## config.mk

```make
export PLATFORM = sky130hd
export DESIGN_NAME = video_timing
export DESIGN_NICKNAME = d
export VERILOG_FILES = /design/src/common/video_pkg.sv /design/src/rtl/video/video_timing.sv
export VERILOG_INCLUDE_DIRS = /design/src /design/src/common
export SDC_FILE = /design/constraint.sdc
export NUM_CORES = 1
export LEC_CHECK = 0
export BUFFER_PORTS_ARGS = -buffer_cell sky130_fd_sc_hd__buf_2
export CORE_MARGIN = 1.5
export CORE_UTILIZATION = 30
export CTS_CLUSTER_DIAMETER = 150
export DETAILED_ROUTE_END_ITERATION = 10
export GPL_ROUTABILITY_DRIVEN = 0
export PLACE_DENSITY = 0.57
export SYNTH_ARGS = -nofsm -noshare
export SYNTH_HDL_FRONTEND = slang
export SYNTH_SLANG_ARGS = --single-unit
```

## constraint.sdc

```tcl
create_clock -name clk_sys -period 1.83 [get_ports clk_sys]
set_input_delay 0.183 -clock clk_sys [delete_from_list [all_inputs] [get_ports clk_sys]]
set_output_delay 0.183 -clock clk_sys [all_outputs]
set_load 0.005 [all_outputs]
```

## src/common/gba_macros.svh

```systemverilog
// Screen geometry, raster timing, pixel divider and flash marker constants
`ifndef GBA_MACROS_SVH
`define GBA_MACROS_SVH

// ====================
// Visible screen
// ====================
`define GBA_SCREEN_W      240           // Active pixels per line
`define GBA_SCREEN_H      160           // Active lines per frame
`define GBA_FRAME_PIXELS  38400         // Framebuffer depth, 240*160
`define GBA_LAST_PIXEL    38399         // Write here closes a frame

// ====================
// Raster
// ====================
`define GBA_RASTER_SIZE   256           // Steps per line and lines per frame
`define GBA_PIX_DIV       4             // clk_sys cycles per pixel step
`define GBA_HS_START      244           // Column where hs rises
`define GBA_HS_END        252           // Column where hs falls
`define GBA_VS_START      163           // Line where vs rises
`define GBA_VS_END        166           // Line where vs falls
`define GBA_VSYNC_STRETCH 4             // Frame-end pulse length in cycles

// Save-type tag that the loader looks for inside a ROM image
`define GBA_FLASH_MARK    "FLASH1M_V"

`endif

```

## src/common/video_pkg.sv

```systemverilog
// Video types: colour, pixel write, raster state and display output
package video_pkg;

	// 15-bit colour as the core writes it, red in the top bits
	typedef struct packed {
		logic [4:0] r;
		logic [4:0] g;
		logic [4:0] b;
	} rgb555_t;

	// Framebuffer write from the console core
	typedef struct packed {
		logic [15:0] addr;      // Row-major pixel index
		rgb555_t     data;
		logic        we;
	} pixel_write_t;

	// ====================
	// Raster and output
	// ====================
	typedef struct packed {
		logic ce_pix;           // One cycle per pixel step
		logic hs;
		logic vs;
		logic hbl;
		logic vbl;
	} raster_t;

	typedef struct packed {
		raster_t    raster;
		logic       de;         // Not in either blank
		logic [7:0] r;
		logic [7:0] g;
		logic [7:0] b;
	} video_out_t;

endpackage

```

## src/rtl/video/video_timing.sv

```systemverilog
// Frame-end stretch, raster counters, sync and blank generation, framebuffer read address
`timescale 1ns/1ps
`include "gba_macros.svh"

module video_timing
	import video_pkg::*;
(
	input  logic         clk_sys,
	input  logic         reset,
	input  pixel_write_t pix_in,
	input  rgb555_t      rd_data,
	output logic [15:0]  rd_addr,
	output raster_t      raster,
	output rgb555_t      color
);

	localparam int STR_W = `GBA_VSYNC_STRETCH;
	localparam int DIV_W = $clog2(`GBA_PIX_DIV);
	localparam logic [DIV_W-1:0] DIV_LAST = DIV_W'(`GBA_PIX_DIV - 1);
	localparam logic [7:0] LAST_POS = 8'(`GBA_RASTER_SIZE - 1);
	localparam logic [7:0] SCREEN_W = 8'(`GBA_SCREEN_W);
	localparam logic [7:0] SCREEN_H = 8'(`GBA_SCREEN_H);
	localparam logic [7:0] HS_START = 8'(`GBA_HS_START);
	localparam logic [7:0] HS_END   = 8'(`GBA_HS_END);
	localparam logic [7:0] VS_START = 8'(`GBA_VS_START);
	localparam logic [7:0] VS_END   = 8'(`GBA_VS_END);

	logic             frame_end;    // Core wrote the last pixel
	logic [STR_W-1:0] stretch;
	logic             vsync;        // Stretched frame-end pulse
	logic             vsync_d;
	logic             restart;      // Armed, waits for the raster corner
	logic [DIV_W-1:0] div;
	logic [7:0]       x;
	logic [7:0]       y;

	assign frame_end = pix_in.we & (pix_in.addr == 16'(`GBA_LAST_PIXEL));

	// ====================
	// Frame-end stretch
	// ====================
	always_ff @(posedge clk_sys) begin
		if (reset) begin
			stretch <= '0;
			vsync   <= 1'b0;
			vsync_d <= 1'b0;
		end else begin
			stretch <= stretch << 1;
			if (frame_end) stretch <= STR_W'(1);   // Restart the shift train
			vsync   <= |stretch;
			vsync_d <= vsync;
		end
	end

	// ====================
	// Raster
	// ====================
	always_ff @(posedge clk_sys) begin
		if (reset) begin
			restart <= 1'b0;
			div     <= '0;
			raster  <= '0;
			x       <= '0;
			y       <= '0;
			rd_addr <= '0;
		end else begin
			if (~vsync_d & vsync) restart <= 1'b1;
			div <= (div == DIV_LAST) ? '0 : div + 1'b1;

			raster.ce_pix <= 1'b0;
			if (div == '0) begin                 // Sample state for this step
				raster.ce_pix <= 1'b1;
				raster.hbl    <= (x >= SCREEN_W);
				if (x == HS_START) begin
					raster.hs <= 1'b1;
					if (y == VS_START) raster.vs <= 1'b1;
					if (y == VS_END)   raster.vs <= 1'b0;
				end
				if (x == HS_END)   raster.hs  <= 1'b0;
				if (y == SCREEN_H) raster.vbl <= 1'b1;
				if (y == 8'd0)     raster.vbl <= 1'b0;
			end

			if (raster.ce_pix) begin             // Advance after the step
				if (!raster.hbl && !raster.vbl) rd_addr <= rd_addr + 16'd1;
				x <= x + 8'd1;                   // Wraps to 0 at line end
				if (x == LAST_POS) begin
					if (y != LAST_POS) begin
						y <= y + 8'd1;
					end else if (restart) begin  // Otherwise free-run on the last line
						restart <= 1'b0;
						rd_addr <= '0;
						x       <= '0;
						y       <= '0;
					end
				end
			end
		end
	end

	// Colour latched on each step once the RAM read has settled
	always_ff @(posedge clk_sys) begin
		if (div == '0) color <= rd_data;
	end

endmodule

```

==> run summary <==
The slew at the pin closest to its max-slew limit was 0.373 ns; the total power divided by cell area was 862 nW/um^2. The run gives 441 as the number of cells after detailed placement. The primary flip-flop cell chosen by synthesis mapping is sky130_fd_sc_hd__dfxtp_1.

The total CTS buffers was 9. The post-route clock skew is 0.0123 ns. The post-synthesis sequential area ratio was 0.537; the area added between synthesis and finish was 37.0%. The worst setup path is captured at a flop. The maximum fanout along the worst path was 7; the combined area of all synthesized cells was 2550 sq um.

The area of the die came out at 9080 sq um. The kind of critical path was flop to flop. The portion of netlist area occupied by mux cells was 0.0118; the boundary pin count was 85.

During synthesis, Yosys emitted a total of 0 warnings. The top routing layer in use was met4. In this run the worst hold path is classified as primary input to flop. The logs give 388 uV for the worst IR drop on VDD and 19 for the maximum number of pins on one net before global-route repair. The routed metal-1 wire length was 2570 um; the ratio of final minimum period to clock period was 0.950. The area of the core came out at 8220 sq um. The tools report the synthesized netlist net count as 310. Subtracting the final worst setup slack from the clock period gives 1.74 ns. The detailed router's first-iteration violation count was 77.

Via count of the first global-routing pass: 1935. By area, the combinational part of the netlist is dominated by simple AND/OR/NAND/NOR gates. The horizontal extent of the die is 95.3 um.

The logs give 253 for the post-synthesis instance total and 3 for the H-tree depth. TritonCTS built the clock tree. The count of port buffers added during placement was 69. The synthesized area per cell is 10.1 sq um, and the largest buffer count on any clock path is 2.

The hold slack is 0.0206 ns, and the total negative slack is 0 ns. In the post-synthesis netlist, the cell with the most instances is sky130_fd_sc_hd__dfxtp_1. The flow ran to the end, and the final reports show no timing, DRC or antenna violations.

The net count of the finished layout is 413. The half-perimeter wire length after detailed placement came out at 3910 um. Wire segments on met3 add up to 282 um in the final route.

The initialized floorplan defines 33 standard-cell rows. By count the netlist is led by sky130_fd_sc_hd__dfxtp_1 (46), sky130_fd_sc_hd__nor2_1 (29), sky130_fd_sc_hd__edfxtp_1 (15). The count of state elements after synthesis is 61, and the fraction of final layout cells with drive strength greater than 1 is 0.316. Post-layout instance area: 3500 sq um.

Using the TritonRoute via totals, the vias-per-cell ratio works out to 4.71. The arithmetic-cell share of the synthesized area counting full adders, half adders and majority gates is 0.0392, and the count of final max-slew check failures is 0. In this run the remaining antenna-violating nets after routing total 0.

The clock reaches the later pin of the worst-skew pair after 0.34 ns. The share of Yosys cell area claimed by the top area cell type was 0.360. The signal on the critical path passes through ha_2 > and4_1 > o211ai_1 > buf_4 > or3_1 > a21oi_1. For this run the aggregate overflow at the end of global routing stands at 0.

The tools report the data required time at the worst endpoint as 2.11 ns. The first detailed-routing pass took 4 iterations. Fraction of synthesized cell area in xor and xnor cells: 0.0651. Library cell contributing the largest single delay on the critical path: sky130_fd_sc_hd__dfxtp_1. The run gives 5370 um as the routed wire length. The async set or reset register ratio after synthesis was 0; the instance area at placement was 3180 sq um. The number of antenna diodes in the final layout is 0. STA classifies the critical path startpoint as a flop. The average detailed-routed wire length per instance was 11.5 um; the number of remaining DRC errors was 0.

The routed length on met2 came out at 2380 um. The first global-routing pass estimated 8800 um of wire. The final number of hold-violating endpoints is 0, and the non-filler instance count after layout is 466.

Cell type contributing the most total cell area after synthesis: sky130_fd_sc_hd__dfxtp_1. The logs give 0 for the number of antenna violations at the first check in global routing and 0.575 GHz for the highest clock frequency the design can meet. The worst stage delay on the critical path works out to 0.38 ns. The clock net in this run drives a total of 61 sinks. Setup repair after global routing left no endpoint under its margin. The logs give 0 for the total of endpoints with negative setup slack in the final report and 0.311 for the initial core utilization. The leakage power figure was 1.38 nW. The routed layout has 2197 vias.

The run gives 0 as the max-capacitance violation count. Counting distinct cell types in the post-synthesis netlist gives 42. Post-synthesis compound-gate area fraction: 0.0715. The root cell of the clock tree is sky130_fd_sc_hd__clkbuf_8. The share of synthesized cell area in and, or, nand and nor gates is 0.241. The tools report the total global-route track usage as 0.126. The synthesized design contains 15 enable-type register cells.

The relative slew slack is 0.749. The run gives 2.02 ns as the arrival time at the worst endpoint. The height of the die was 95.3 um; the clock transition at the registers of the reported paths was 0.07 ns. Ranked by total cell area, the synthesized netlist is headed by sky130_fd_sc_hd__dfxtp_1 (36%), sky130_fd_sc_hd__edfxtp_1 (18%), sky130_fd_sc_hd__xnor2_1 (4.8%).
==> state kept, by name, summed over array words and instances (netlist names) <==
signal   cells
color       15
vsync        1
vsync_d      1
div          2
stretch      4
y            8
restart      1
rd_addr     16
x            8
raster       5
==> cell usage in the layout (no fill, tap or decap), types with 2 or more instances in the layout <==
cell | synthesis | routed
sky130_fd_sc_hd__o31ai_1 | 2 | 2
sky130_fd_sc_hd__o21ai_0 | 7 | 7
sky130_fd_sc_hd__xor2_1 | 5 | 5
sky130_fd_sc_hd__or3_1 | 7 | 7
sky130_fd_sc_hd__nand3_1 | 10 | 10
sky130_fd_sc_hd__dfxtp_1 | 46 | 46
sky130_fd_sc_hd__nand4b_1 | 2 | 2
sky130_fd_sc_hd__nand3b_1 | 2 | 2
sky130_fd_sc_hd__clkinv_1 | 0 | 2
sky130_fd_sc_hd__xnor2_1 | 14 | 14
sky130_fd_sc_hd__or4_1 | 3 | 3
sky130_fd_sc_hd__nor2_1 | 29 | 29
sky130_fd_sc_hd__nor3b_1 | 2 | 2
sky130_fd_sc_hd__edfxtp_1 | 15 | 15
sky130_fd_sc_hd__nor4_1 | 8 | 7
sky130_fd_sc_hd__a21oi_1 | 14 | 14
sky130_fd_sc_hd__mux2i_1 | 3 | 3
sky130_fd_sc_hd__and2_1 | 5 | 5
sky130_fd_sc_hd__ha_2 | 0 | 2
sky130_fd_sc_hd__dlygate4sd3_1 | 0 | 9
sky130_fd_sc_hd__nand2_1 | 11 | 11
sky130_fd_sc_hd__nand2b_1 | 2 | 2
sky130_fd_sc_hd__bufinv_16 | 0 | 2
sky130_fd_sc_hd__ha_1 | 8 | 6
sky130_fd_sc_hd__and4_1 | 2 | 2
sky130_fd_sc_hd__nand4_1 | 11 | 11
sky130_fd_sc_hd__clkbuf_8 | 0 | 9
sky130_fd_sc_hd__inv_1 | 13 | 13
sky130_fd_sc_hd__nor3_1 | 7 | 7
sky130_fd_sc_hd__clkinvlp_4 | 0 | 3
sky130_fd_sc_hd__buf_2 | 2 | 69
sky130_fd_sc_hd__nor2b_1 | 2 | 2
sky130_fd_sc_hd__buf_4 | 1 | 22
==> logic make-up after synthesis <==
family          after synthesis
compound gates               30
xor+xnor                     19
fa+ha+maj                     8
buf+inv                      22
flops                        61
mux                           3
simple gates                110
==> worst paths after layout <==
check / from / to / slack, ns / cells past startpoint
max reg2reg: x[0]$_SDFFE_PP0P_ / y[4]$_SDFFE_PP0P_ / 0.09 / 6
min reg2reg: stretch[3]$_SDFF_PP0_ / vsync$_SDFF_PP0_ / 0.46 / 2
max: x[0]$_SDFFE_PP0P_ / y[4]$_SDFFE_PP0P_ / 0.09 / 6
min: rd_data[2] / color[2]$_DFFE_PP_ / 0.02 / 1
==> metrics by stage <==
step	setup slack [ns]	util	total power [mW]
final	0.0908	0.426	3.02
after CTS	0.0578	0.424	3.06
after global placement	0.0773	0.387	1.74
after detailed placement	0.0753	0.387	1.75
after floorplan	0.129	-	1.62
after global routing	0.00469	0.426	3.16
==> area by class of cell <==
type,instances,area (sq um)
fill,821,4720
sequential,61,1370
multi-input combinational,170,1110
timing repair buffer,101,621
tap,105,131
clock buffer,9,124
clock inverter,7,90.1
inverter,13,48.8
==> critical path, delay by kind of cell, from the launching register on <==
family,cells,cell delay [ns]
buf+inv,1,0.20
fa+ha+maj,1,0.21
flops,1,0.38
simple gates,2,0.58
compound gates,2,0.30
==> layer usage <==
| metal | track usage | vias up |
|---|---|---|
| met1 | 0.160 | 1018 |
| met5 | 0 | - |
| met3 | 0.0303 | 11 |
| li1 | - | 1109 |
| met2 | 0.192 | 59 |
| met4 | 0.0746 | 0 |
==> repair_timing <==
action / CTS / global route
gates resized for setup: 0 / 3
endpoints found under the setup margin: 0 / 2
hold buffers: 9 / 0
buffers inserted: 0 / 0
endpoints found under the hold margin: 9 / 0
==> where the power goes <==
| part | internal, mW | switching, mW | total, mW |
|---|---|---|---|
| Clock | 0.756 | 0.533 | 1.29 |
| Combinational | 0.130 | 0.118 | 0.248 |
| Sequential | 1.45 | 0.0273 | 1.48 |
(Power assumes the default switching activity.)
