--- src/common/gba_macros.svh ---
// Screen geometry, raster timing, pixel divider and flash marker constants
`ifndef GBA_MACROS_SVH
`define GBA_MACROS_SVH

// ====================
// Visible screen
// ====================
`define GBA_SCREEN_W      240           // Active pixels per line
`define GBA_SCREEN_H      160           // Active lines per frame
`define GBA_FRAME_PIXELS  38400         // Framebuffer depth, 240*160
`define GBA_LAST_PIXEL    38399         // Write here closes a frame

// ====================
// Raster
// ====================
`define GBA_RASTER_SIZE   256           // Steps per line and lines per frame
`define GBA_PIX_DIV       4             // clk_sys cycles per pixel step
`define GBA_HS_START      244           // Column where hs rises
`define GBA_HS_END        252           // Column where hs falls
`define GBA_VS_START      163           // Line where vs rises
`define GBA_VS_END        166           // Line where vs falls
`define GBA_VSYNC_STRETCH 4             // Frame-end pulse length in cycles

// Save-type tag that the loader looks for inside a ROM image
`define GBA_FLASH_MARK    "FLASH1M_V"

`endif

--- src/common/loader_pkg.sv ---
// Loader types: download stream, BIOS word write and cartridge info
package loader_pkg;

	// ====================
	// Download stream from the host side
	// ====================
	typedef struct packed {
		logic        active;    // Download in progress
		logic [7:0]  index;     // 0 = BIOS, all ones = codes, else cartridge
		logic [26:0] addr;      // Byte address of the halfword
		logic [15:0] data;      // Low byte comes first in the image
		logic        wr;        // One strobe per halfword
	} dl_stream_t;

	// Packed 32-bit BIOS write towards the core
	typedef struct packed {
		logic [11:0] addr;      // Word address
		logic [31:0] data;
		logic        wr;        // Single-cycle pulse
	} bios_write_t;

	// Facts gathered while a cartridge streams by
	typedef struct packed {
		logic        flash_1m;      // Marker string seen in the image
		logic [24:0] max_pak_addr;  // Last word address of the image
	} cart_info_t;

endpackage

--- src/rtl/loader/download_router.sv ---
// download_router: download kind flags and BIOS halfword to word packing
`timescale 1ns/1ps

module download_router
	import loader_pkg::*;
(
	input  logic        clk_sys,
	input  logic        reset,
	input  dl_stream_t  dl,
	output bios_write_t bios,
	output logic        cart_loading
);

	logic        bios_loading;      // Registered BIOS kind flag
	logic        bios_wr;
	logic [11:0] bios_addr;
	logic [31:0] bios_data;

	// ====================
	// Kind flags and write pulse
	// ====================
	always_ff @(posedge clk_sys) begin
		if (reset) begin
			bios_loading <= 1'b0;
			cart_loading <= 1'b0;
			bios_wr      <= 1'b0;
		end else begin
			bios_loading <= dl.active & (dl.index == 8'd0);
			// All-ones index is the code stream, neither BIOS nor cart
			cart_loading <= dl.active & ~&dl.index & |dl.index;
			bios_wr      <= bios_loading & dl.wr & dl.addr[1];  // Upper half done
		end
	end

	// Word assembly, low half first
	always_ff @(posedge clk_sys) begin
		if (bios_loading & dl.wr) begin
			if (~dl.addr[1]) begin
				bios_data[15:0] <= dl.data;     // Hold until the pair is complete
			end else begin
				bios_data[31:16] <= dl.data;
				bios_addr        <= dl.addr[13:2];  // Byte to word address
			end
		end
	end

	assign bios = '{
		addr: bios_addr,
		data: bios_data,
		wr:   bios_wr
	};

endmodule

--- config.mk ---
export PLATFORM = sky130hd
export DESIGN_NAME = download_router
export DESIGN_NICKNAME = d
export VERILOG_FILES = /design/src/common/gba_macros.svh /design/src/common/loader_pkg.sv /design/src/rtl/loader/download_router.sv
export SDC_FILE = /design/constraint.sdc
export NUM_CORES = 1
export LEC_CHECK = 0
export CORE_MARGIN = 8
export CORE_UTILIZATION = 45
export CTS_BUF_LIST = sky130_fd_sc_hd__clkbuf_8
export DETAILED_ROUTE_END_ITERATION = 8
export DONT_BUFFER_PORTS = 1
export HOLD_SLACK_MARGIN = 0.06
export PLACE_DENSITY = 0.64
export SLEW_MARGIN = 30
export SYNTH_ARGS = -nofsm -noshare
export SYNTH_HDL_FRONTEND = slang
export SYNTH_SLANG_ARGS = --single-unit
--- constraint.sdc ---
create_clock -name clk_sys -period 2.3 [get_ports clk_sys]
set_clock_uncertainty 0.15 [all_clocks]
set_input_delay 0.23 -clock clk_sys [delete_from_list [all_inputs] [get_ports clk_sys]]
set_output_delay 0.23 -clock clk_sys [all_outputs]
set_load 0.05 [all_outputs]
==> results of run 1 <==
## power by group
group | switching (W) | internal, W | total [W]
sequential | 0.00000432 | 0.000934 | 0.000938
clock | 0.000226 | 0.000202 | 0.000428
combinational | 0.0000124 | 0.0000375 | 0.0000499
total | 0.000243 | 0.00117 | 0.00142
## state kept, by name (all words and copies together) (netlist names)
register      cells
bios_data        32
bios_addr        12
bios_loading      1
bios_wr           1
cart_loading      1
## cells in the mapped netlist
cell	number	area share
sky130_fd_sc_hd__and3_1	1	0.0043
sky130_fd_sc_hd__edfxtp_1	44	0.91
sky130_fd_sc_hd__nand4_1	2	0.0086
sky130_fd_sc_hd__nor4_1	2	0.0086
sky130_fd_sc_hd__dfxtp_1	3	0.041
sky130_fd_sc_hd__nor3b_1	1	0.0051
sky130_fd_sc_hd__nor2b_1	1	0.0043
sky130_fd_sc_hd__nor2_1	3	0.0077
sky130_fd_sc_hd__buf_4	1	0.0051
sky130_fd_sc_hd__nand2b_1	1	0.0043
sky130_fd_sc_hd__nand2_1	2	0.0051
## through the flow
stage          total power [W]   util
5_1_grt                0.00147  0.631
2_1_floorplan         0.000960      -
4_1_cts                0.00143  0.631
6_report               0.00142  0.631
3_5_place_dp          0.000961  0.494
3_3_place_gp          0.000961  0.494
## worst paths after layout
kind                                   start           end  slack [ps]  cells after the start
worst max register to register  bios_loading  bios_addr[9]         990                      2
worst min register to register  bios_loading  bios_data[4]         630                      3
worst min-delay path                  dl[46]  cart_loading         180                      3
worst max-delay path                  dl[49]  cart_loading         130                      6
## cell families (layout without fill, tap and decap cells)
logic type	count (synthesis)	in the layout	share of synthesized area
AND/OR/NAND/NOR	13	13	0.0480
buffers and inverters	1	44	0.00515
flip-flops	47	47	0.947
## per-layer routing
| layer | global-route usage | part of all wire | vias to the layer above |
|---|---|---|---|
| met4 | 0.0667 | 0.022 | 0 |
| li1 | - | - | 322 |
| met5 | 0 | 0 | - |
| met3 | 0.0563 | 0.084 | 7 |
| met1 | 0.0880 | 0.30 | 338 |
| met2 | 0.230 | 0.60 | 47 |
## final cells by class
cell class                      instances  area [µm²]
Fill cell                             219        1140
Sequential cell                        47        1380
Timing Repair Buffer                   36         355
Clock inverter                          3        11.3
Multi-Input combinational cell         13        70.1
Clock buffer                            5        68.8
Tap cell                               44        55.1
## critical path: stages
cell	delay, ps
sky130_fd_sc_hd__dlygate4sd3_1	530
sky130_fd_sc_hd__nand4_1	70
sky130_fd_sc_hd__dlygate4sd3_1	550
sky130_fd_sc_hd__nor2_1	40
sky130_fd_sc_hd__dlygate4sd3_1	560
sky130_fd_sc_hd__nor3b_1	240
## cell usage in the layout, fill, tap and decap left out
| cell type | count |
|---|---|
| sky130_fd_sc_hd__and3_1 | 1 |
| sky130_fd_sc_hd__buf_4 | 2 |
| sky130_fd_sc_hd__clkbuf_8 | 5 |
| sky130_fd_sc_hd__dfxtp_1 | 3 |
| sky130_fd_sc_hd__dlygate4sd3_1 | 34 |
| sky130_fd_sc_hd__edfxtp_1 | 44 |
| sky130_fd_sc_hd__inv_1 | 3 |
| sky130_fd_sc_hd__nand2_1 | 2 |
| sky130_fd_sc_hd__nand2b_1 | 1 |
| sky130_fd_sc_hd__nand4_1 | 2 |
| sky130_fd_sc_hd__nor2_1 | 3 |
| sky130_fd_sc_hd__nor2b_1 | 1 |
| sky130_fd_sc_hd__nor3b_1 | 1 |
| sky130_fd_sc_hd__nor4_1 | 2 |
==> results summary, run 1 <==
The run finished with clean final reports. The effective utilization at floorplan came out at 0.474. Setup violations remaining at the end of the flow were counted as 0. The highest attainable clock frequency is 460 MHz. At the end of routability-driven placement, the weighted congestion stood at 0.713. The number of buffers added on ports came out at 0. The I/O pin count came out at 101.

The total CTS buffers is 5. The first routing iteration left 19 violations. TritonCTS built the clock tree. The worst pin sits at a relative slew slack of 0.668. The distinct cell type count after synthesis is 11. Summed over all layers, the global routing overflow is 0.

The global router's overall resource usage is 0.118. The number of maximum-capacitance constraint violations is 0. The number of hold buffers added after CTS came out at 34. In this run the power density over the cells is 729 nW/µm². The worst hold margin is 184 ps.

The routed via count is 714. The clock root buffer master is sky130_fd_sc_hd__clkbuf_8. The clock network latency to the later pin of the worst-skew pair came out at 280 ps. Setup repair after global routing left no endpoint under its margin.

The final critical-path required period came out at 2170 ps. The worst-path maximum fanout is 2. The required time of the worst setup path came out at 2340 ps.

The via density per instance is slightly below 5. Timing analysis after detailed placement gives a worst setup slack of about 1000 ps. The aggregate negative setup slack came out at 0 ps. The placeable core region is 3080 µm².

Relative to the synthesized area, the layout overhead comes to 33.1%. Averaged over all synthesized cells, the footprint is 23.9 µm². The number of nets with antenna violations after detailed routing came out at 0.

After detailed routing, the number of remaining DRC violations is 0. The post-route standard cell area excluding fillers is ~2000 µm². Dividing the final minimum period by the clock period gives 0.944. The worst hold path belongs to the class in -> reg.

The worst path meets setup with 128 ps of slack. The wire length of the first global-routing pass came out at 4340 µm. The area enclosed by the die boundary is 5320 µm².

The via count of the first global-routing pass is 780. The clock passes through at most 2 buffers. The count of pins over their slew limit is 0.

The area of the mapped netlist came out at 1460 µm². After synthesis the netlist holds a flip-flop and latch count of 47. The number of standard cells in the layout, taps in and fillers out came out at ~150. The sequential cell area fraction in the yosys report came out at 0.947. The initial antenna violation count is 0. The average wire per standard cell is about 21 µm.

For the pin with the worst max-slew slack, the measured transition is 497 ps. The number of sinks handled by clock tree synthesis came out at 47. The maximum number of pins on one net before global-route repair came out at 30. The pre-antenna-repair detailed-routing pass consisted of 4 iterations. The critical path is of the in -> reg type. Including well taps, the total number of placed cells is 106. In this run, post-CTS repair resized a total of 0 instances. The total detailed-routing wirelength is between 3000 and 4000 µm.

The static power due to leakage is roughly 0.65 nW. The maximum vdd drop came out at 0.299 mV. The count of standard-cell rows came out at 20. The category of the worst setup path capture point is a flop. The layout cell share with drive strength beyond 1 came out at 0.0673. The count of buffers added by post-CTS timing repair for setup is 0.

In this run the horizontal extent of the chip is 72.9 µm. The cell count after synthesis came out at 61. The number of H-tree levels came out at 2. The total cell area at the placement stage came out at 1520 µm². The die span in y came out at between 70 and 80 µm.

The number of antenna repair diodes is 0. The Yosys warning count came out at 0. The hold violation count in the final report came out at 0.

Counting every net in the synthesized netlist gives 116. The final-stage net count is 158. The worst path arrival time came out at roughly 2200 ps.

After clock tree synthesis, the clock-pin slew on the worst setup and hold paths is 70 ps. The launching element type of the critical path is a primary input.
(Power assumes the default switching activity.)
==> run 2: changes to the inputs <==
--- a/config.mk
+++ b/config.mk
@@ -5,13 +5,16 @@
 export SDC_FILE = /design/constraint.sdc
 export NUM_CORES = 1
 export LEC_CHECK = 0
+export CELL_PAD_IN_SITES_DETAIL_PLACEMENT = 1
+export CELL_PAD_IN_SITES_GLOBAL_PLACEMENT = 2
 export CORE_MARGIN = 8
-export CORE_UTILIZATION = 45
+export CORE_UTILIZATION = 41
 export CTS_BUF_LIST = sky130_fd_sc_hd__clkbuf_8
 export DETAILED_ROUTE_END_ITERATION = 8
 export DONT_BUFFER_PORTS = 1
 export HOLD_SLACK_MARGIN = 0.06
-export PLACE_DENSITY = 0.64
+export PLACE_DENSITY = 0.84
+export SKIP_CTS_REPAIR_TIMING = 1
 export SLEW_MARGIN = 30
 export SYNTH_ARGS = -nofsm -noshare
 export SYNTH_HDL_FRONTEND = slang
==> results summary, run 2 (synthesis gave the netlist of run 1 again) <==
The number of cells on the worst reg-to-reg path came to 2 (unchanged). The average wire per standard cell is 24.2 µm (+17%). The total CTS buffers was 5 (unchanged). The largest buffer count on any clock path came out at 2 (unchanged).

The number of iterations in the first detailed-routing pass came out at 2 (-2). The count of final setup violators came out at 0 (unchanged). The count of standard-cell rows came out at 21 (+5.0%). The path with the worst hold slack has its endpoint at cart_loading. The via count of the first global-routing pass is 638 (-18%).

The aggregate negative setup slack is 0 ps (unchanged). met2 is the most crowded layer. The maximum vdd drop is 0.309 mV (+3.5%). The share of the clock period used by the worst path came out at 0.670 (-0.274).

The number of antenna repair diodes came out at 0 (unchanged). The highest attainable clock frequency came out at 649 MHz (+41%). Setup repair after global routing left no endpoint under its margin. The worst setup path is captured at a flop. The worst-case setup slack after placement came out at 915 ps (-80.6 ps).

The flow ran to the end, and the final reports show no timing, DRC or antenna violations. The via density per instance is 5.02 (+4.1%). The number of buffers added on ports came out at 0 (unchanged).

The initial antenna violation count was 0 (unchanged). The internal reg-to-reg setup slack came out at 890 ps (-100 ps). The static power due to leakage came out at 0.634 nW (-1.9%). The final-stage net count came out at 156 (-1.3%).

The number of maximum-capacitance constraint violations is 0 (unchanged). The final core utilization came to 0.570 (-0.0609). The total power consumption of the routed design is 0.00146 W (+3.2%). The worst hold path depth is 3 (unchanged).

The power density over the cells is 756 nW/µm² (+3.7%). The worst min-delay path class is in -> reg. The TritonCTS clock tree is yes.

The layout cell share with drive strength beyond 1 came out at 0.0980 (+0.0307). Compared with the post-synthesis result, the final layout area differs by 32.4%. In the layout the commonest cells are sky130_fd_sc_hd__edfxtp_1, sky130_fd_sc_hd__dlygate4sd3_1, sky130_fd_sc_hd__clkbuf_8. The area enclosed by the die boundary is 5720 µm² (+7.6%).

The global-route track usage on met3 came out at 0.0895 (+0.0332). The slew at the pin closest to its max-slew limit came to 509 ps (+12.4 ps). The starting DRC count in detailed routing is 28 (+9). The number of flip-flops under the largest register name came out at 32 (unchanged). The maximum number of pins on one net before global-route repair is 27 (-10%). The effective utilization at floorplan is 0.430 (-0.0436).

The sum of overflow across all layers after global routing is 0 (unchanged). The largest registers in the layout are bios_data x32, bios_addr x12. The number of nets with antenna violations after detailed routing came out at 0 (unchanged).

The routed via count was 743 (+4.1%). STA classifies the critical path startpoint as a primary input. The post-route standard cell area excluding fillers came out at 1930 µm² (-0.52%). The worst max-slew margin expressed relative to the limit came out at 0.661 (-0.00707). The global router's overall resource usage is 0.107 (-0.0108).

The total detailed-routing wirelength is 3580 µm (+17%). The most common cell after layout, fill and taps aside is sky130_fd_sc_hd__edfxtp_1. The wire length of the first global-routing pass came out at 4040 µm (-7.0%). The die span in x came out at 75.7 µm (+3.7%).

The final critical-path setup slack is 759 ps (+631 ps). The worst path arrival time is 1630 ps (-580 ps). In this run the critical register-to-register path is launched from bios_loading. The clock slew seen by the registers of the worst setup and hold paths came out at 90 ps (+20 ps). The required time of the worst setup path came out at 2390 ps (+50 ps).

Ranked by flip-flop count, first place goes to bios_data. The number of sinks handled by clock tree synthesis is 47 (unchanged). The worst hold path begins at dl[49]. The number of H-tree levels is 2 (unchanged).

The capturing point of the worst reg2reg path is bios_data[19]. The total cell area at the placement stage came out at 1520 µm² (+0.16%). The placer's final routability congestion estimate is 0.670 (-6.1%). The worst-path maximum fanout is 2 (unchanged).

The hold violation count in the final report came out at 0 (unchanged). The die span in y is 75.7 µm (+3.7%). The met2 track demand over resource came out at 0.176 (-0.0532). The worst setup path is of the in -> reg kind. The I/O pin count is 101 (unchanged). The met1 demand-to-capacity share in global routing is 0.0879 (about the same).

The placeable core region came to 3390 µm² (+10%). The clock network latency to the later pin of the worst-skew pair came out at 290 ps (about the same). The clock root buffer master is sky130_fd_sc_hd__clkbuf_8.

The final critical-path required period is 1540 ps (-631 ps). The count of pins over their slew limit came out at 0 (unchanged). The total DRC errors in the routed layout is 0 (unchanged). The HPWL after detailed placement is 2440 µm.
[run 2: changes by cell type in the layout (fill, tap and decap cells not counted), sizes merged]
| cell | change |
|---|---|
| dlygate4sd3 | -2 |
| clkinv | +2 |
| inv | -2 |
[run 2: how the worst max path moves through the flow]
stage / start / endpoint / slack [ps] / cells after the start
finish: reset / bios_loading / 760 / 4
global placement: bios_loading / bios_addr[3] / 930 / 2
global route: reset / bios_loading / 730 / 4
floorplan: bios_loading / bios_addr[0] / 700 / 1
CTS: bios_loading / bios_addr[8] / 890 / 2
detailed placement: bios_loading / bios_data[22] / 910 / 2
[run 2: layout make-up]
type	instances	area [µm²]
clock buffer	5	68.8
clock inverter	3	18.8
fill	305	1460
multi-input combinational	13	70.1
sequential	47	1380
tap	46	57.6
timing repair buffer	34	335
[run 2: routing by layer]
layer	vias up	wire length, µm
met5	-	0
met4	0	67
met3	7	402
met2	58	1900
met1	362	1200
li1	316	-
[run 2: where the power goes]
part           internal (W)  switching (W)
Clock              0.000214       0.000260
Sequential         0.000933     0.00000432
Combinational     0.0000370      0.0000134
Total               0.00118       0.000278
[run 2: per-stage QoR]
stage                     std cells  hold WS [ps]
after CTS                       116          -158
after detailed placement        108           162
after global routing            148          69.6
after global placement          108           156
final                           148          47.7
after floorplan                  61           152
[run 2: critical path: stages]
cell and delay [ps]:
sky130_fd_sc_hd__dlygate4sd3_1 570, sky130_fd_sc_hd__nand2b_1 180, sky130_fd_sc_hd__nor2_1 100, sky130_fd_sc_hd__dlygate4sd3_1 550
