## config.mk

```make
export PLATFORM = sky130hd
export DESIGN_NAME = color_adjust
export DESIGN_NICKNAME = d
export VERILOG_FILES = /design/src/common/gba_macros.svh /design/src/common/video_pkg.sv /design/src/rtl/video/color_adjust.sv
export SDC_FILE = /design/constraint.sdc
export NUM_CORES = 1
export LEC_CHECK = 0
export ABC_CLOCK_PERIOD_IN_PS = 12900
export BUFFER_PORTS_ARGS = -buffer_cell sky130_fd_sc_hd__buf_4
export CAP_MARGIN = 20
export CORE_MARGIN = 2
export CORE_UTILIZATION = 48
export CTS_CLUSTER_DIAMETER = 60
export CTS_CLUSTER_SIZE = 25
export DETAILED_ROUTE_END_ITERATION = 16
export PLACE_DENSITY = 0.71
export SETUP_SLACK_MARGIN = 0.3
export SYNTH_ARGS = -nofsm -noshare
export SYNTH_HDL_FRONTEND = slang
export SYNTH_SLANG_ARGS = --single-unit
export TNS_END_PERCENT = 5
```

## constraint.sdc

```tcl
create_clock -name clk_sys -period 12.9 [get_ports clk_sys]
set_input_delay 1.935 -clock clk_sys [delete_from_list [all_inputs] [get_ports clk_sys]]
set_output_delay 1.935 -clock clk_sys [all_outputs]
set_load 0.1 [all_outputs]
```

## src/common/gba_macros.svh

```systemverilog
// Screen geometry, raster timing, pixel divider and flash marker constants
`ifndef GBA_MACROS_SVH
`define GBA_MACROS_SVH

// ====================
// Visible screen
// ====================
`define GBA_SCREEN_W      240           // Active pixels per line
`define GBA_SCREEN_H      160           // Active lines per frame
`define GBA_FRAME_PIXELS  38400         // Framebuffer depth, 240*160
`define GBA_LAST_PIXEL    38399         // Write here closes a frame

// ====================
// Raster
// ====================
`define GBA_RASTER_SIZE   256           // Steps per line and lines per frame
`define GBA_PIX_DIV       4             // clk_sys cycles per pixel step
`define GBA_HS_START      244           // Column where hs rises
`define GBA_HS_END        252           // Column where hs falls
`define GBA_VS_START      163           // Line where vs rises
`define GBA_VS_END        166           // Line where vs falls
`define GBA_VSYNC_STRETCH 4             // Frame-end pulse length in cycles

// Save-type tag that the loader looks for inside a ROM image
`define GBA_FLASH_MARK    "FLASH1M_V"

`endif

```

## src/common/video_pkg.sv

```systemverilog
// Video types: colour, pixel write, raster state and display output
package video_pkg;

	// 15-bit colour as the core writes it, red in the top bits
	typedef struct packed {
		logic [4:0] r;
		logic [4:0] g;
		logic [4:0] b;
	} rgb555_t;

	// Framebuffer write from the console core
	typedef struct packed {
		logic [15:0] addr;      // Row-major pixel index
		rgb555_t     data;
		logic        we;
	} pixel_write_t;

	// ====================
	// Raster and output
	// ====================
	typedef struct packed {
		logic ce_pix;           // One cycle per pixel step
		logic hs;
		logic vs;
		logic hbl;
		logic vbl;
	} raster_t;

	typedef struct packed {
		raster_t    raster;
		logic       de;         // Not in either blank
		logic [7:0] r;
		logic [7:0] g;
		logic [7:0] b;
	} video_out_t;

endpackage

```

## src/rtl/video/color_adjust.sv

```systemverilog
// color_adjust: 5 to 8 bit colour expansion, desaturate filter, output register
`timescale 1ns/1ps

module color_adjust
	import video_pkg::*;
(
	input  logic       clk_sys,
	input  logic       reset,
	input  logic       desaturate,
	input  raster_t    raster,
	input  rgb555_t    color,
	output video_out_t video
);

	logic [7:0] r_exp, g_exp, b_exp;
	logic [7:0] luma;
	logic [7:0] r_adj, g_adj, b_adj;
	raster_t    raster_q;
	logic       de_q;
	logic [7:0] r_q, g_q, b_q;

	// Top bits repeated so full scale stays full scale
	function automatic logic [7:0] expand(input logic [4:0] c);
		return {c, c[4:2]};
	endfunction

	// Half plus quarter of the channel, plus a quarter of luma
	function automatic logic [7:0] desat(input logic [7:0] c, input logic [7:0] l);
		return {1'b0, c[7:1]} + {2'b00, c[7:2]} + {2'b00, l[7:2]};
	endfunction

	// ====================
	// Colour path
	// ====================
	always_comb begin
		r_exp = expand(color.r);
		g_exp = expand(color.g);
		b_exp = expand(color.b);
		luma  = {2'b00, r_exp[7:2]} + {1'b0, g_exp[7:1]}   // Green weighs most
		      + {3'b000, g_exp[7:3]} + {3'b000, b_exp[7:3]};
		r_adj = desaturate ? desat(r_exp, luma) : r_exp;
		g_adj = desaturate ? desat(g_exp, luma) : g_exp;
		b_adj = desaturate ? desat(b_exp, luma) : b_exp;
	end

	// Sync and blanks delayed by the same stage as the colour
	always_ff @(posedge clk_sys) begin
		if (reset) begin
			raster_q <= '0;
			de_q     <= 1'b0;
		end else begin
			raster_q <= raster;
			de_q     <= ~(raster.hbl | raster.vbl);
		end
	end

	always_ff @(posedge clk_sys) begin
		r_q <= r_adj;
		g_q <= g_adj;
		b_q <= b_adj;
	end

	assign video = '{raster: raster_q, de: de_q, r: r_q, g: g_q, b: b_q};

endmodule

```

==> results of run 1 <==
sequential cells by signal (all words and copies together), names as in the netlist:
signal  flops
b_q         8
de_q        1
g_q         8
r_q         8
video       5
final cells by class:
type / count / area, um^2 / share of cell area [%]
multi-input combinational: 179 / 1680 / 57.1
sequential: 30 / 601 / 20.4
timing repair buffer: 52 / 390 / 13.3
inverter: 25 / 93.8 / 3.19
clock buffer: 7 / 86.3 / 2.94
tap: 67 / 83.8 / 2.85
clock inverter: 1 / 5.00 / 0.170
Yosys cell counts, types with 4 or more instances:
master     n  area [um^2]
fa_1      31          621
dfxtp_1   30          601
ha_1      26          325
inv_1     25         93.8
nand2_1   23         86.3
a21oi_1   14         70.1
nor2_1    13         48.8
a21o_1     8         60.1
o21ai_0    7         35.0
nand3_1    6         30.0
nor2b_1    6         37.5
xnor2_1    6         52.6
mux2i_1    4         40.0
o211ai_1   4         30.0
xor2_1     4         35.0
final timing paths:
kind,startpoint,end,depth (start not counted)
worst min-delay path,raster[1],de_q$_SDFF_PP0_,2
worst max-delay path,color[7],b_q[7]$_DFF_P_,16
cells in the final DEF, fill, tap and decap left out, types with 6 or more instances in the layout:
cell type	netlist	layout
nand2_1	23	23
dfxtp_1	30	30
clkbuf_8	0	6
nor2b_1	6	6
buf_4	1	52
a21o_1	8	8
fa_1	31	31
inv_1	25	25
nor2_1	13	13
a21oi_1	14	14
o21ai_0	7	7
ha_1	26	26
nand3_1	6	6
xnor2_1	6	6
cell families after synthesis:
family | Yosys count | share of synthesized area (%)
flip-flops | 30 | 25.0
AO/OA/AOI/OAI | 45 | 12.4
XOR/XNOR | 10 | 3.65
buffers and inverters | 30 | 4.95
adder cells (fa/ha/maj) | 57 | 39.4
multiplexers | 5 | 2.14
AND/OR/NAND/NOR | 62 | 12.4
stage by stage:
stage          utilization [%]  std cells  hold WS (ps)  worst slack [ps]
2_1_floorplan                -        239          2010              7060
5_1_grt                   61.4        361          1830              6590
6_report                  61.4        361          1830              6820
3_3_place_gp              59.5        353          2110              6650
3_5_place_dp              59.5        353          2120              6520
4_1_cts                   61.4        361          1830              6810
per-layer routing:
layer  up-vias  part of all wire, %
met3         5                  8.8
met5         -                    0
met2        68                   47
met4         0                  1.2
met1       882                   43
li1        929                    -
==> flow_summary.ini, run 1 <==
[outcome]
status = completed

[cells_and_area]
diodes = 0
syn_to_final_growth_pct = 22.5
fill_cells = 432
nets = 373
fin_area_um2 = 2940
layout-drive-gt1-share_pct = 20.4

[sta]
fin_crit_ps = 6080
tns_ps = 0
worst_pin_slew_ps = 726
setup_viol = 0
slew_violations = 0
fmax_ghz = 0.164
rsz0062_at_grt = false
relSlewSlack_pct = 51.2
period_share_pct = 47.1
final_hold_viol_count = 0

[global_routing]
grt_max_degree = 41
grt.busiest_layer = met2
met3_usage_pct = 5.22
track_usage_pct = 19.9
grt_util_met1_pct = 24.6
grt_pass1_vias = 1770
grt.met2_usage_pct = 34.3
antenna_found_initial = 0
grt_pass1_wl_mm = 8.16
overflow = 0

[placed_design]
gp_congestion = 0.835
portBuffers = 52
placed_area_um2 = 2850
dp_hpwl_mm = 4.05

[critical_path]
cp_slowest_cell = fa_1
path_cells = buf_4 > inv_1 > fa_1 > fa_1 > inv_1 > ha_1 > and4b_1 > nor3_1 > nor2_1 > nor2_1 > fa_1 > fa_1 > a21o_1 > a21oi_1 > nor2_1 > o41a_1
path_class = input port to flop
cp_data_required_time_ps = 13060
critical-path-top-delay-family = adder cells
worst-path-buf-inv = 3
cpPeakStageDelay_ps = 540
worstPathArrival_ps = 6240
crit_path_start_kind = input port
crit_fanout = 4
cp-end-kind = flop
crit_top_cell = fa_1

[die]
dieHeight_um = 74.7
io_pins = 53
start_util_pct = 50.1
dieArea_um2 = 5580
core_um2 = 4790
num_rows = 25
die_w_um = 74.7

[clock_network]
tritoncts = yes
clock_path_buffers = 2
clockRootBuffer = clkbuf_8
cts_buffers = 5
holdBufCountCts = 0
cts.htree.levels = 2
cts.repair.resized = 0
cts_sinks = 30
clk_pin_slew_ps = 60
cts_setup_buffers = 0

[yosys]
synth.distinct_cells = 33
syn-num-nets = 319
synthFlopType = dfxtp_1
yosys_warnings = 0
synth-edff-count = 0
async_flop_share_pct = 0
ys_seq_elements = 30
netlist_area_um2 = 2400
avgSynthCellArea_um2 = 10.0
yosysSeqAreaShare_pct = 25.0
syn_inst = 239

[hold_path]
holdCritPathClass = input port to flop

[job]
cap_violations = 0

[detailed_routing]
vias = 1884
ant_nets = 0
drc = 0
vias_per_cell = 5.22
drt_iter0_markers = 105
wl_per_cell_um = 14.0
wl_mm = 5.04
dr.pass1.iters = 4
Power of run 1 is not shown: default switching activity piles up to over one toggle a cycle in this logic, so the estimate is an artifact.
==> inputs of run 2 (changes only) <==
--- a/config.mk
+++ b/config.mk
@@ -5,7 +5,7 @@
 export SDC_FILE = /design/constraint.sdc
 export NUM_CORES = 1
 export LEC_CHECK = 0
-export ABC_CLOCK_PERIOD_IN_PS = 12900
+export ABC_CLOCK_PERIOD_IN_PS = 5900
 export BUFFER_PORTS_ARGS = -buffer_cell sky130_fd_sc_hd__buf_4
 export CAP_MARGIN = 20
 export CORE_MARGIN = 2
==> constraint.sdc (replaced) <==
create_clock -name clk_sys -period 5.9 [get_ports clk_sys]
set_input_delay 0.885 -clock clk_sys [delete_from_list [all_inputs] [get_ports clk_sys]]
set_output_delay 0.885 -clock clk_sys [all_outputs]
set_load 0.1 [all_outputs]
==> flow_summary.ini, run 2 (synthesis gave the netlist of run 1 again) <==
[critical_path]
crit_fanout = 4
path_cells = buf_4 > inv_1 > fa_1 > fa_1 > inv_1 > ha_1 > and4b_1 > nor3_1 > nor2_1 > nor2_1 > fa_1 > fa_1 > a21o_1 > a21oi_1 > nor2_1 > o41a_1
crit_top_cell = fa_1
worstPathArrival_ps = 5180
crit_path_start_kind = input port
worst-path-buf-inv = 3
cp-end-kind = flop
critical-path-top-delay-family = adder cells
cpPeakStageDelay_ps = 540
cp_slowest_cell = fa_1
path_class = input port to flop
cp_data_required_time_ps = 6060

[cells_and_area]
syn_to_final_growth_pct = 22.5
multi_input_area_um2 = 1680
diodes = 0
layout-drive-gt1-share_pct = 20.4
mostFrequentLayoutCells = buf_4 (52), fa_1 (31), dfxtp_1 (30)
mostFrequentLayoutCell = buf_4
seq_area_um2 = 601
reg.largest.list = b_q (8), g_q (8), r_q (8)
fill_cells = 414
nets = 373

[sta]
fmax_ghz = 0.199
slew_violations = 0
relSlewSlack_pct = 51.1
setup_viol = 0
period_share_pct = 85.0
fin_crit_ps = 5020
tns_ps = 0
worst_pin_slew_ps = 729
final_hold_viol_count = 0
rsz0062_at_grt = false

[detailed_routing]
wl_met3_um = 401
drc = 0
wl_per_cell_um = 13.8
wl_mm = 5.00
vias = 1875
ant_nets = 0
dr.pass1.iters = 4
vias_per_cell = 5.19
highest_layer = met4
drt_iter0_markers = 88
drt-met1-wl_mm = 2.18
met2_length_mm = 2.35

[global_routing]
track_usage_pct = 20.0
grt_max_degree = 41
grt_pass1_vias = 1793
grt_pass1_wl_mm = 8.18
antenna_found_initial = 0
overflow = 0

[clock_network]
cts.htree.levels = 2
clockRootBuffer = clkbuf_8
cts_buffers = 5
holdBufCountCts = 0
clock_path_buffers = 2
clk_pin_slew_ps = 70
cts_sinks = 30
cts.repair.resized = 0
cts_setup_buffers = 0
tritoncts = yes

[placed_design]
gp_congestion = 0.835
dp_hpwl_mm = 4.05
portBuffers = 52

[die]
die_w_um = 74.7
start_util_pct = 50.1
num_rows = 25
io_pins = 53
dieArea_um2 = 5580
core_um2 = 4790
dieHeight_um = 74.7

[outcome]
status = completed

[hold_path]
holdCritPathClass = input port to flop

[job]
cap_violations = 0
==> run 2: layout make-up <==
cell class / instances / area share [%]
inverter: 25 / 3.19
multi-input combinational: 179 / 57.1
clock inverter: 1 / 0.170
sequential: 30 / 20.4
tap: 67 / 2.85
timing repair buffer: 52 / 13.3
clock buffer: 7 / 2.94
==> run 2: per-stage QoR <==
step	setup WS (ps)	instances	hold WS (ps)	util, %	instance area (um^2)
after floorplan	1110	239	956	-	2400
after global placement	699	353	1060	59.5	2850
after detailed placement	552	353	1070	59.5	2850
after CTS	852	361	763	61.4	2940
after global routing	657	361	765	61.4	2940
final	882	361	759	61.4	2940
==> run 2: path summary, 6_finish.rpt <==
check      start         endpoint  slack [ps]  cells after the start
max     color[7]   b_q[7]$_DFF_P_         880                     16
min    raster[1]  de_q$_SDFF_PP0_         760                      2
==> run 2: metal layers <==
layer / up-vias / global-route usage, %
li1: 918 / -
met1: 883 / 25.2
met2: 68 / 33.3
met3: 6 / 5.62
met4: 0 / 6.55
met5: - / 0
Power of run 2 is left out for the same reason.
==> inputs of run 3 (changes only) <==
--- a/config.mk
+++ b/config.mk
@@ -9,11 +9,11 @@
 export BUFFER_PORTS_ARGS = -buffer_cell sky130_fd_sc_hd__buf_4
 export CAP_MARGIN = 20
 export CORE_MARGIN = 2
-export CORE_UTILIZATION = 48
+export CORE_UTILIZATION = 36
 export CTS_CLUSTER_DIAMETER = 60
 export CTS_CLUSTER_SIZE = 25
 export DETAILED_ROUTE_END_ITERATION = 16
-export PLACE_DENSITY = 0.71
+export PLACE_DENSITY = 0.56
 export SETUP_SLACK_MARGIN = 0.3
 export SYNTH_ARGS = -nofsm -noshare
 export SYNTH_HDL_FRONTEND = slang
==> flow_summary.ini, run 3 (synthesis gave the netlist of run 1 again) <==
[outcome]
status = completed

[clock_network]
tritoncts = yes
clk_pin_slew_ps = 70
clock_path_buffers = 2
cts_sinks = 30
cts_buffers = 5
cts_setup_buffers = 0
clockRootBuffer = clkbuf_8
holdBufCountCts = 0
cts.htree.levels = 2
cts.repair.resized = 0

[sta]
rsz0062_at_grt = false
final_hold_viol_count = 0
fin_crit_ps = 4950
relSlewSlack_pct = 55.4
worst_pin_slew_ps = 664
setup_viol = 0
period_share_pct = 84.0
fmax_ghz = 0.202
tns_ps = 0
slew_violations = 0

[placed_design]
dp_hpwl_mm = 4.28
gp_congestion = 0.830
portBuffers = 52
placed_area_um2 = 2860

[global_routing]
antenna_found_initial = 0
track_usage_pct = 15.2
grt_max_degree = 41
overflow = 0
grt_pass1_vias = 1829
grt_pass1_wl_mm = 8.68

[die]
start_util_pct = 37.6
core_um2 = 6390
dieHeight_um = 85.6
num_rows = 29
io_pins = 53
dieArea_um2 = 7340
die_w_um = 85.6

[cells_and_area]
layout-drive-gt1-share_pct = 20.7
reg.largest.list = b_q (8), g_q (8), r_q (8)
fill_cells = 627
fin_area_um2 = 2960
nets = 373
mostFrequentLayoutCell = buf_4
mostFrequentLayoutCells = buf_4 (52), fa_1 (31), dfxtp_1 (30)
syn_to_final_growth_pct = 23.2
diodes = 0

[job]
cap_violations = 0

[detailed_routing]
wl_mm = 5.22
vias_per_cell = 5.01
ant_nets = 0
vias = 1858
dr.pass1.iters = 4
drt_iter0_markers = 76
drc = 0
wl_per_cell_um = 14.1

[critical_path]
path_class = input port to flop
crit_path_start_kind = input port
crit_fanout = 4
worstPathArrival_ps = 5130
cp-end-kind = flop
cp_data_required_time_ps = 6070

[hold_path]
holdCritPathClass = input port to flop
run 3: cell count changes in the layout (fill, tap and decap cells not counted), sizes merged:
cell      previous run  this run
clkinvlp             0         1
clkbuf               7         6
run 3: final cells by class:
cell class | count | area, um^2 | area share [%]
clock buffer | 6 | 82.6 | 2.79
timing repair buffer | 52 | 390 | 13.2
clock inverter | 2 | 12.5 | 0.423
sequential | 30 | 601 | 20.3
inverter | 25 | 93.8 | 3.17
tap | 77 | 96.3 | 3.26
multi-input combinational | 179 | 1680 | 56.8
run 3: final timing paths:
kind	startpoint	to	slack, ps	cells past startpoint
worst max-delay path	color[7]	b_q[7]$_DFF_P_	950	16
worst min-delay path	raster[1]	de_q$_SDFF_PP0_	770	2
run 3: metal layers:
metal | up-vias | routed length, um | track usage [%]
met5 | - | 0 | 0
met4 | 0 | 78 | 5.19
met3 | 8 | 354 | 3.56
met2 | 55 | 2390 | 23.7
met1 | 877 | 2390 | 20.9
li1 | 918 | - | -
run 3: metrics by stage:
stage / hold WS [ps] / utilization (%) / cells / worst slack [ps]
6_report: 770 / 46.3 / 371 / 945
5_1_grt: 762 / 46.3 / 371 / 684
4_1_cts: 760 / 46.3 / 371 / 912
3_5_place_dp: 1060 / 44.8 / 363 / 616
3_3_place_gp: 1060 / 44.8 / 363 / 667
2_1_floorplan: 956 / - / 239 / 1110
run 3: critical path, cell delays in order:
cell	delay, ps
buf_4	130
inv_1	150
fa_1	460
fa_1	510
inv_1	70
ha_1	280
and4b_1	190
nor3_1	240
nor2_1	90
nor2_1	360
fa_1	540
fa_1	470
a21o_1	190
a21oi_1	210
nor2_1	60
o41a_1	300
Power of run 3 is left out for the same reason.
